[src/hdl/rv_isa_pkg.sv]
`default_nettype none

package rv_isa_pkg;

  //////////////////////////////////////////////////
  // Instruction word and field types
  //////////////////////////////////////////////////

  typedef logic [31:0] instr_t;
  typedef logic [4:0]  reg_addr_t;
  typedef logic [4:0]  opcode_t;
  typedef logic [2:0]  funct3_t;
  typedef logic [6:0]  funct7_t;

  // Field positions, lowest bit of each field
  localparam int OPC_LSB    = 2;
  localparam int RD_LSB     = 7;
  localparam int FUNCT3_LSB = 12;
  localparam int RS1_LSB    = 15;
  localparam int RS2_LSB    = 20;
  localparam int FUNCT7_LSB = 25;

  //////////////////////////////////////////////////
  // Major opcodes, instr[6:2]
  //////////////////////////////////////////////////

  localparam opcode_t OPC_LOAD     = 5'b00000;
  localparam opcode_t OPC_MISC_MEM = 5'b00011;
  localparam opcode_t OPC_OP_IMM   = 5'b00100;
  localparam opcode_t OPC_AUIPC    = 5'b00101;
  localparam opcode_t OPC_OP_IMM32 = 5'b00110;
  localparam opcode_t OPC_STORE    = 5'b01000;
  localparam opcode_t OPC_OP       = 5'b01100;
  localparam opcode_t OPC_LUI      = 5'b01101;
  localparam opcode_t OPC_OP32     = 5'b01110;
  localparam opcode_t OPC_BRANCH   = 5'b11000;
  localparam opcode_t OPC_JALR     = 5'b11001;
  localparam opcode_t OPC_JAL      = 5'b11011;
  localparam opcode_t OPC_SYSTEM   = 5'b11100;

  // funct7 values accepted on OP
  localparam funct7_t FUNCT7_BASE = 7'h00;
  localparam funct7_t FUNCT7_ALT  = 7'h20;

  // Only ADD/SUB and SRL/SRA use the alternate funct7
  localparam funct3_t FUNCT3_ADD_SUB = 3'd0;
  localparam funct3_t FUNCT3_SRL_SRA = 3'd5;

  //////////////////////////////////////////////////
  // Full words for the environment instructions
  //////////////////////////////////////////////////

  localparam instr_t ECALL  = 32'h0000_0073;
  localparam instr_t EBREAK = 32'h0010_0073;

endpackage

`default_nettype wire

[src/hdl/id_pipe_pkg.sv]
`default_nettype none

package id_pipe_pkg;

  //////////////////////////////////////////////////
  // Operand source selects
  //////////////////////////////////////////////////

  typedef enum logic [1:0] {
    OPA_RF   = 2'd0,
    OPA_PC   = 2'd1,
    OPA_ZERO = 2'd2
  } opa_sel_e;

  // RS1IDX feeds the rs1 field itself, zero-extended (CSR immediates)
  typedef enum logic [1:0] {
    OPB_RF     = 2'd0,
    OPB_IMM    = 2'd1,
    OPB_RS1IDX = 2'd2
  } opb_sel_e;

  // Immediate is always built at full RV64 width
  typedef logic [63:0] imm_t;

  //////////////////////////////////////////////////
  // Stage records
  //////////////////////////////////////////////////

  // One downstream stage as seen from decode
  typedef struct packed {
    rv_isa_pkg::instr_t instr;
    logic               bubble;
    logic               writes_rd;
  } stage_info_t;

  typedef struct packed {
    logic illegal;
    logic breakpoint;
    logic ecall;
  } id_exc_t;

  typedef struct packed {
    logic ex_a;
    logic ex_b;
    logic mem_a;
    logic mem_b;
    logic wb_a;
    logic wb_b;
  } bypass_t;

  typedef struct packed {
    logic     uses_rs1;
    logic     uses_rs2;
    logic     is_load;
    logic     writes_rd;
    opa_sel_e opa_sel;
    opb_sel_e opb_sel;
    id_exc_t  exc;
    imm_t     imm;
  } decode_t;

endpackage

`default_nettype wire

[src/hdl/instr_decode.sv]
`timescale 1ns/1ns
`default_nettype none

module instr_decode #(
  parameter int XLEN = 64
) (
  input  rv_isa_pkg::instr_t   instr,
  output id_pipe_pkg::decode_t dec
);

  localparam bit RV32 = (XLEN == 32);

  rv_isa_pkg::opcode_t opcode;
  rv_isa_pkg::funct3_t funct3;
  rv_isa_pkg::funct7_t funct7;
  id_pipe_pkg::imm_t   imm_i;
  id_pipe_pkg::imm_t   imm_u;
  logic                illegal;

  assign opcode = instr[rv_isa_pkg::OPC_LSB +: 5];
  assign funct3 = instr[rv_isa_pkg::FUNCT3_LSB +: 3];
  assign funct7 = instr[rv_isa_pkg::FUNCT7_LSB +: 7];

  // Sign-extended I and U immediates
  assign imm_i = {{52{instr[31]}}, instr[31:20]};
  assign imm_u = {{32{instr[31]}}, instr[31:12], 12'b0};

  //////////////////////////////////////////////////
  // Classification and operand selects
  //////////////////////////////////////////////////

  always_comb begin
    dec           = '0;
    dec.uses_rs1  = 1'b1;
    dec.opa_sel   = id_pipe_pkg::OPA_RF;
    dec.opb_sel   = id_pipe_pkg::OPB_RF;
    case (opcode)
      rv_isa_pkg::OPC_LOAD: begin
        dec.is_load   = 1'b1;
        dec.writes_rd = 1'b1;
        dec.opb_sel   = id_pipe_pkg::OPB_IMM;
      end
      rv_isa_pkg::OPC_OP_IMM, rv_isa_pkg::OPC_OP_IMM32, rv_isa_pkg::OPC_JALR: begin
        dec.writes_rd = 1'b1;
        dec.opb_sel   = id_pipe_pkg::OPB_IMM;
      end
      rv_isa_pkg::OPC_AUIPC: begin
        dec.uses_rs1  = 1'b0;
        dec.writes_rd = 1'b1;
        dec.opa_sel   = id_pipe_pkg::OPA_PC;
        dec.opb_sel   = id_pipe_pkg::OPB_IMM;
      end
      rv_isa_pkg::OPC_LUI: begin
        dec.uses_rs1  = 1'b0;
        dec.writes_rd = 1'b1;
        dec.opa_sel   = id_pipe_pkg::OPA_ZERO;
        dec.opb_sel   = id_pipe_pkg::OPB_IMM;
      end
      rv_isa_pkg::OPC_OP, rv_isa_pkg::OPC_OP32: begin
        dec.uses_rs2  = 1'b1;
        dec.writes_rd = 1'b1;
      end
      rv_isa_pkg::OPC_STORE, rv_isa_pkg::OPC_BRANCH: begin
        dec.uses_rs2  = 1'b1;
      end
      rv_isa_pkg::OPC_JAL: begin
        dec.uses_rs1  = 1'b0;
        dec.writes_rd = 1'b1;
      end
      rv_isa_pkg::OPC_SYSTEM: begin
        dec.writes_rd = 1'b1;
        dec.opb_sel   = id_pipe_pkg::OPB_RS1IDX;
      end
      default: begin
      end
    endcase

    // U-type gets the upper immediate, all others the I form
    dec.imm = (opcode == rv_isa_pkg::OPC_LUI || opcode == rv_isa_pkg::OPC_AUIPC) ? imm_u : imm_i;

    dec.exc.illegal    = illegal;
    dec.exc.breakpoint = (instr == rv_isa_pkg::EBREAK);
    dec.exc.ecall      = (instr == rv_isa_pkg::ECALL);
  end

  //////////////////////////////////////////////////
  // Legality
  //////////////////////////////////////////////////

  always_comb begin
    illegal = (instr[1:0] != 2'b11);
    case (opcode)
      rv_isa_pkg::OPC_MISC_MEM, rv_isa_pkg::OPC_OP_IMM, rv_isa_pkg::OPC_AUIPC,
      rv_isa_pkg::OPC_LUI, rv_isa_pkg::OPC_JALR, rv_isa_pkg::OPC_JAL: begin
      end
      // Word-sized ALU ops exist on RV64 only
      rv_isa_pkg::OPC_OP_IMM32, rv_isa_pkg::OPC_OP32: illegal |= RV32;
      rv_isa_pkg::OPC_BRANCH: illegal |= (funct3 == 3'd2) || (funct3 == 3'd3);
      rv_isa_pkg::OPC_LOAD: begin
        illegal |= (funct3 == 3'd7) || (RV32 && (funct3 == 3'd3 || funct3 == 3'd6));
      end
      rv_isa_pkg::OPC_STORE: illegal |= (funct3 > 3'd3) || (RV32 && funct3 == 3'd3);
      rv_isa_pkg::OPC_OP: begin
        illegal |= (funct7 != rv_isa_pkg::FUNCT7_BASE) && (funct7 != rv_isa_pkg::FUNCT7_ALT);
        illegal |= (funct7 == rv_isa_pkg::FUNCT7_ALT) &&
                   (funct3 != rv_isa_pkg::FUNCT3_ADD_SUB) &&
                   (funct3 != rv_isa_pkg::FUNCT3_SRL_SRA);
      end
      // No CSR support, so ECALL and EBREAK are the only SYSTEM words
      rv_isa_pkg::OPC_SYSTEM: begin
        illegal |= (instr != rv_isa_pkg::ECALL) && (instr != rv_isa_pkg::EBREAK);
      end
      default: illegal = 1'b1;
    endcase
  end

endmodule

`default_nettype wire

[src/hdl/hazard_detect.sv]
`timescale 1ns/1ns
`default_nettype none

module hazard_detect (
  input  logic                     clk,
  input  logic                     rstn,
  input  rv_isa_pkg::instr_t       if_instr,
  input  logic                     if_bubble,
  input  id_pipe_pkg::decode_t     dec,
  input  id_pipe_pkg::stage_info_t id_info,
  input  id_pipe_pkg::stage_info_t ex_info,
  input  id_pipe_pkg::stage_info_t mem_info,
  input  logic                     ex_stall,
  input  logic                     flush,
  output id_pipe_pkg::bypass_t     byp,
  output logic                     id_stall
);

  rv_isa_pkg::reg_addr_t rs1;
  rv_isa_pkg::reg_addr_t rs2;

  assign rs1 = if_instr[rv_isa_pkg::RS1_LSB +: 5];
  assign rs2 = if_instr[rv_isa_pkg::RS2_LSB +: 5];

  // Source matches a live, nonzero destination of that stage
  function automatic logic fwd_hit(rv_isa_pkg::reg_addr_t src,
                                   id_pipe_pkg::stage_info_t st);
    rv_isa_pkg::reg_addr_t rd;
    rd = st.instr[rv_isa_pkg::RD_LSB +: 5];
    return (src == rd) && (rd != '0) && st.writes_rd && !st.bubble;
  endfunction

  // Valid load in that stage whose rd is needed now
  function automatic logic load_use(id_pipe_pkg::stage_info_t st,
                                    id_pipe_pkg::decode_t d,
                                    rv_isa_pkg::reg_addr_t a,
                                    rv_isa_pkg::reg_addr_t b);
    rv_isa_pkg::reg_addr_t rd;
    logic                  is_load;
    rd      = st.instr[rv_isa_pkg::RD_LSB +: 5];
    is_load = (st.instr[rv_isa_pkg::OPC_LSB +: 5] == rv_isa_pkg::OPC_LOAD) && !st.bubble;
    return is_load && ((d.uses_rs1 && a == rd) || (d.uses_rs2 && b == rd));
  endfunction

  //////////////////////////////////////////////////
  // Forwarding switches
  //////////////////////////////////////////////////

  // ID result arrives from EX, EX result from MEM, MEM result from WB
  always_comb begin
    byp.ex_a  = dec.uses_rs1 && fwd_hit(rs1, id_info);
    byp.ex_b  = dec.uses_rs2 && fwd_hit(rs2, id_info);
    byp.mem_a = dec.uses_rs1 && fwd_hit(rs1, ex_info);
    byp.mem_b = dec.uses_rs2 && fwd_hit(rs2, ex_info);
    byp.wb_a  = dec.uses_rs1 && fwd_hit(rs1, mem_info);
    byp.wb_b  = dec.uses_rs2 && fwd_hit(rs2, mem_info);
  end

  //////////////////////////////////////////////////
  // Load-use stall
  //////////////////////////////////////////////////

  always_comb begin
    if (flush) begin
      id_stall = 1'b0;
    end else if (ex_stall) begin
      // Bubbles coming out of IF never need holding
      id_stall = ~if_bubble;
    end else begin
      id_stall = load_use(id_info, dec, rs1, rs2) || load_use(ex_info, dec, rs1, rs2);
    end
  end

  // A live load in ID always carries writes_rd, so stall and forwarding agree
  assert property (@(posedge clk) disable iff (!rstn)
                   !id_info.bubble &&
                   (id_info.instr[rv_isa_pkg::OPC_LSB +: 5] == rv_isa_pkg::OPC_LOAD)
                   |-> id_info.writes_rd)
    else $error("hazard_detect: live load in ID without writes_rd");

endmodule

`default_nettype wire

[src/hdl/id_register.sv]
`timescale 1ns/1ns
`default_nettype none

module id_register #(
  parameter int XLEN = 64
) (
  input  logic                     clk,
  input  logic                     rstn,
  input  logic                     ex_stall,
  input  logic                     flush,
  input  logic [XLEN-1:0]          flush_pc,
  input  logic [XLEN-1:0]          if_pc,
  input  rv_isa_pkg::instr_t       if_instr,
  input  logic                     if_bubble,
  input  id_pipe_pkg::decode_t     dec,
  input  id_pipe_pkg::bypass_t     byp,
  input  logic                     id_stall,
  output logic [XLEN-1:0]          id_pc,
  output rv_isa_pkg::instr_t       id_instr,
  output id_pipe_pkg::stage_info_t id_info,
  output id_pipe_pkg::decode_t     id_dec_out,
  output id_pipe_pkg::bypass_t     id_byp,
  output logic                     id_bubble_out
);

  logic                 bubble_q;
  id_pipe_pkg::decode_t dec_next;
  id_pipe_pkg::decode_t dec_q;
  id_pipe_pkg::bypass_t byp_q;

  // Causes only travel with a real, unstalled instruction
  always_comb begin
    dec_next = dec;
    if (if_bubble || id_stall || flush) begin
      dec_next.exc = '0;
    end
  end

  //////////////////////////////////////////////////
  // PC and bubble
  //////////////////////////////////////////////////

  always_ff @(posedge clk or negedge rstn) begin
    if (!rstn) begin
      id_pc    <= '0;
      bubble_q <= 1'b1;
    end else if (flush) begin
      id_pc    <= flush_pc;
      bubble_q <= 1'b1;
    end else if (!ex_stall) begin
      if (id_stall) begin
        // Insert a bubble, IF presents the same PC again
        bubble_q <= 1'b1;
      end else begin
        id_pc    <= if_pc;
        bubble_q <= if_bubble;
      end
    end
  end

  //////////////////////////////////////////////////
  // Decode result and switches
  //////////////////////////////////////////////////

  always_ff @(posedge clk or negedge rstn) begin
    if (!rstn) begin
      dec_q <= '0;
      byp_q <= '0;
    end else if (!ex_stall) begin
      dec_q <= dec_next;
      byp_q <= byp;
    end else if (flush) begin
      dec_q.exc <= '0;
    end
  end

  always_ff @(posedge clk) begin
    if (!ex_stall) begin
      id_instr <= if_instr;
    end
  end

  always_comb begin
    id_info.instr     = id_instr;
    id_info.bubble    = bubble_q;
    id_info.writes_rd = dec_q.writes_rd;
  end

  assign id_dec_out    = dec_q;
  assign id_byp        = byp_q;
  assign id_bubble_out = bubble_q | ex_stall | flush;

  // A bubble never carries an exception cause
  assert property (@(posedge clk) disable iff (!rstn) bubble_q |-> (dec_q.exc == '0))
    else $error("id_register: exception cause held by a bubble");

endmodule

`default_nettype wire

[src/hdl/id_stage.sv]
`timescale 1ns/1ns
`default_nettype none

module id_stage #(
  parameter int XLEN = 64
) (
  input  logic                     clk,
  input  logic                     rstn,
  input  logic                     ex_stall,
  input  logic                     flush,
  input  logic [XLEN-1:0]          flush_pc,
  input  logic [XLEN-1:0]          if_pc,
  input  rv_isa_pkg::instr_t       if_instr,
  input  logic                     if_bubble,
  input  id_pipe_pkg::stage_info_t ex_info,
  input  id_pipe_pkg::stage_info_t mem_info,
  output logic [XLEN-1:0]          id_pc,
  output rv_isa_pkg::instr_t       id_instr,
  output id_pipe_pkg::decode_t     id_dec_out,
  output logic [XLEN-1:0]          id_imm,
  output id_pipe_pkg::bypass_t     id_byp,
  output logic                     id_bubble_out,
  output logic                     id_stall,
  output rv_isa_pkg::reg_addr_t    id_src1,
  output rv_isa_pkg::reg_addr_t    id_src2
);

  id_pipe_pkg::decode_t     dec;
  id_pipe_pkg::bypass_t     byp;
  id_pipe_pkg::stage_info_t id_info;

  instr_decode #(.XLEN(XLEN)) instr_decode_i (
    .instr (if_instr),
    .dec   (dec)
  );

  hazard_detect hazard_detect_i (
    .clk       (clk),
    .rstn      (rstn),
    .if_instr  (if_instr),
    .if_bubble (if_bubble),
    .dec       (dec),
    .id_info   (id_info),
    .ex_info   (ex_info),
    .mem_info  (mem_info),
    .ex_stall  (ex_stall),
    .flush     (flush),
    .byp       (byp),
    .id_stall  (id_stall)
  );

  id_register #(.XLEN(XLEN)) id_register_i (
    .clk           (clk),
    .rstn          (rstn),
    .ex_stall      (ex_stall),
    .flush         (flush),
    .flush_pc      (flush_pc),
    .if_pc         (if_pc),
    .if_instr      (if_instr),
    .if_bubble     (if_bubble),
    .dec           (dec),
    .byp           (byp),
    .id_stall      (id_stall),
    .id_pc         (id_pc),
    .id_instr      (id_instr),
    .id_info       (id_info),
    .id_dec_out    (id_dec_out),
    .id_byp        (id_byp),
    .id_bubble_out (id_bubble_out)
  );

  // Immediate cut to the machine width
  assign id_imm = id_dec_out.imm[XLEN-1:0];

  // Register file reads the held instruction while EX is stalled
  assign id_src1 = ex_stall ? id_instr[rv_isa_pkg::RS1_LSB +: 5]
                            : if_instr[rv_isa_pkg::RS1_LSB +: 5];
  assign id_src2 = ex_stall ? id_instr[rv_isa_pkg::RS2_LSB +: 5]
                            : if_instr[rv_isa_pkg::RS2_LSB +: 5];

endmodule

`default_nettype wire

[config.mk]
export PLATFORM = sky130hd
export DESIGN_NAME = id_stage
export DESIGN_NICKNAME = d
export VERILOG_FILES = /design/src/hdl/rv_isa_pkg.sv /design/src/hdl/id_pipe_pkg.sv /design/src/hdl/instr_decode.sv /design/src/hdl/hazard_detect.sv /design/src/hdl/id_register.sv /design/src/hdl/id_stage.sv
export SDC_FILE = /design/constraint.sdc
export NUM_CORES = 1
export LEC_CHECK = 0
export ABC_AREA = 1
export BUFFER_PORTS_ARGS = -buffer_cell sky130_fd_sc_hd__buf_2
export CORE_AREA = 8 8 180 182
export CTS_CLUSTER_SIZE = 40
export DETAILED_ROUTE_END_ITERATION = 10
export DIE_AREA = 0 0 188 190
export SYNTH_ARGS = -nofsm -noshare
export SYNTH_HDL_FRONTEND = slang
export SYNTH_HIERARCHICAL = 1
export SYNTH_SLANG_ARGS = --single-unit
[constraint.sdc]
create_clock -name clk -period 3.3 [get_ports clk]
set_input_delay 0.495 -clock clk [delete_from_list [all_inputs] [get_ports clk]]
set_output_delay 0.495 -clock clk [all_outputs]
set_load 0.05 [all_outputs]
==> results.py <==
metrics = {
    "status": {
        "status": "complete, no violations",
    },
    "cells_and_area": {
        "fillers": 3142,
        "nNetsFinal": 1846,
        "syn2layout_area_growth_pct": 21.7,
        "layout-drive-gt1-share": 0.311,
    },
    "floorplanning": {
        "fp.dieW_um": 188,
        "io_pins": 486,
        "coreArea_sq_um": 29400,
        "dieArea_sq_um": 35700,
        "start_util": 0.335,
        "fp.dieH_um": 190,
        "rows": 63,
    },
    "clock_tree": {
        "ctsHoldBuffers": 0,
        "clk_path_buf_depth": 2,
        "cts-buffers-inserted": 17,
        "clkLatencyLatePin_ns": 0.42,
        "path_clk_slew_ns": 0.08,
        "cts_tree": "done",
        "post_cts_buffers": 0,
        "ctsRootBufferMaster": "clkbuf_16",
        "cts.htree.levels": 4,
        "clock_sinks": 178,
        "post_cts_resized": 0,
    },
    "grt": {
        "antenna_found_initial": 6,
        "first_global_vias": 8947,
        "grt_pass1_wl_mm": 51.5,
        "grt_overflow": 0,
        "grt_use_total": 0.180,
        "grt_max_degree": 129,
    },
    "worst_setup_path": {
        "timing.critical_path.to": "id_stall",
        "crit_type": "primary input to output pin",
        "worstRegToRegCells": 16,
        "cp-start-kind": "primary input",
        "crit_start": "if_instr[2]",
        "cp.arrival_ns": 2.29,
        "cp_max_fo": 4,
        "required_ns": 2.80,
        "r2r_slack_ns": 1.10,
        "rr_endpoint": "id_register_i/id_pc[10]",
        "worstReg2RegStart": "id_register_i/id_instr[10]",
        "endpoint_kind": "output pin",
    },
    "logic_synthesis": {
        "yosysMostFrequentCell": "nand2_1",
        "yosys.area.top_type": "dfrtp_1",
        "synth_ff_type": "dfrtp_1",
        "ys_seq_area_frac": 0.468,
        "synth_commonest_cells": "nand2_1, dfrtp_1, buf_4",
        "synth-seq-cells": 178,
        "synth_edf_count": 32,
        "syn-num-nets": 1566,
        "syn_area_per_cell_sq_um": 7.39,
        "synth_top_area_share": 0.368,
        "synth.area.top_cells": "dfrtp_1, nand2_1, buf_4",
        "yosysWarnings": 6,
        "postSynthCellCount": 1333,
        "synth_cell_types": 30,
        "ys_async_sr_fraction": 0.820,
        "synth_area_sq_um": 9850,
    },
    "placed_design": {
        "gp_congestion": 0.902,
        "portBuffers": 436,
        "place_ws_ns": 0.354,
        "hpwl_mm": 25.3,
    },
    "sta": {
        "fin_tns_setup_ns": 0,
        "tightest_slew_ns": 0.818,
        "period_share": 0.844,
        "hold_violations": 0,
        "setup_violations": 0,
        "fin_crit_ns": 2.79,
        "skew_ns": 0.0125,
        "fmax_mhz": 359,
        "maxSlewHeadroom": 0.455,
        "setup_slack_ns": 0.514,
        "rsz0062_at_grt": "false",
        "slew_viol_final": 0,
    },
    "power": {
        "p_sw_w": 0.00272,
        "p_seq_frac": 0.383,
        "swShare": 0.404,
        "leakage_nw": 7.04,
        "p_clk_frac": 0.309,
        "intPower_w": 0.00400,
        "p_per_area_nw_per_um2": 560,
        "peakVddDrop_v": 0.000277,
        "power.share.combinational": 0.308,
    },
    "hold_path": {
        "hold_path.class": "primary input to async pin",
    },
    "route": {
        "wirelength_mm": 33.6,
        "drtPass1Iterations": 5,
        "drc": 0,
        "wl_per_cell_um": 16.7,
        "drt_iter0_drc": 607,
        "final_antenna_net_count": 0,
        "vias": 9113,
        "vias_per_cell": 4.51,
    },
    "job": {
        "cap_viol_max_count": 0,
    },
}
## layer usage
metal,GRT usage,vias up,wire length (um)
met3,0.0414,34,1950
met2,0.305,302,17000
met1,0.229,4244,14200
met5,0,-,33
met4,0.0500,6,457
li1,-,4527,-
## worst min-delay path by stage
stage	cells past startpoint	end	from	slack, ns
after floorplan	0	id_register_i/id_byp[0]	rstn	0.20
after global placement	2	id_register_i/id_dec_out[69]	id_register_i/id_dec_out[69]	0.46
after detailed placement	2	id_register_i/id_dec_out[65]	id_register_i/id_dec_out[65]	0.46
after CTS	1	id_register_i/id_pc[7]	rstn	0.16
after global routing	1	id_register_i/id_pc[7]	rstn	0.18
final	1	id_register_i/id_pc[7]	rstn	0.12
## sequential cells by signal (all words and copies together) (netlist names)
| name | flops |
|---|---|
| id_register_i/bubble_q | 1 |
| id_register_i/id_byp | 6 |
| id_register_i/id_dec_out | 75 |
| id_register_i/id_instr | 32 |
| id_register_i/id_pc | 64 |
## metrics by stage
stage               hold WS, ns  cell area [sq um]   util  std cells  power [W]
floorplan                 0.199               9850      -       1333    0.00422
global placement          0.459              11400  0.387       1984    0.00469
detailed placement        0.461              11400  0.387       1984    0.00471
CTS                       0.159              12000  0.408       2016    0.00683
global route              0.176              12000  0.408       2019    0.00705
finish                    0.123              12000  0.408       2020    0.00672
## layout make-up
cell class / instances / area (sq um) / area share
clock buffer: 19 / 453 / 0.0378
sequential: 178 / 4620 / 0.385
multi-input combinational: 898 / 3660 / 0.305
antenna: 4 / 10.0 / 0.000835
timing repair buffer: 449 / 2360 / 0.197
inverter: 69 / 265 / 0.0221
tap: 390 / 488 / 0.0407
clock inverter: 13 / 139 / 0.0116
## cell families (layout without fill, tap and decap cells)
kind of cell / after synthesis / after routing / share of synthesized area
AO/OA/AOI/OAI: 30 / 30 / 0.0161
XOR/XNOR: 9 / 9 / 0.00800
buffers and inverters: 257 / 550 / 0.160
flip-flops: 178 / 178 / 0.468
other: 0 / 4 / 0
AND/OR/NAND/NOR: 859 / 859 / 0.347
## cells in the final DEF (no fill, tap or decap), types with 3 or more instances in the layout
cell type	instances
nand2_2	5
inv_2	7
nand3b_1	3
a21oi_1	3
inv_1	59
buf_2	434
nand4_1	3
xnor2_1	4
xor2_1	5
buf_4	8
inv_6	3
diode_2	4
buf_12	6
nand2_1	690
nor4_1	3
inv_4	4
nor2_1	56
inv_8	4
o21ai_0	16
o21ai_1	8
edfxtp_1	32
nand3_1	81
clkbuf_16	17
nor3_1	9
nor2_2	3
dfrtp_1	145
## power by group through the flow
stage	logic, W	clock network (W)	registers (W)
6_report	0.00207	0.00207	0.00257
5_1_grt	0.00220	0.00224	0.00260
4_1_cts	0.00209	0.00216	0.00257
3_5_place_dp	0.00209	0	0.00261
3_3_place_gp	0.00208	0	0.00261
2_1_floorplan	0.00103	0	0.00319
## worst max-delay path, cell delays in order
cell     delay [ns]
buf_2          0.14
inv_2          0.10
nand2_2        0.09
nor2_1         0.15
inv_1          0.09
o31ai_1        0.08
buf_4          0.18
nand2_1        0.05
nor2_1         0.09
nand3_1        0.11
nand2_1        0.08
nand2_1        0.06
nand3_1        0.10
nand2_1        0.06
inv_1          0.10
buf_2          0.31
No activity file was read; power rests on OpenSTA's default activity.
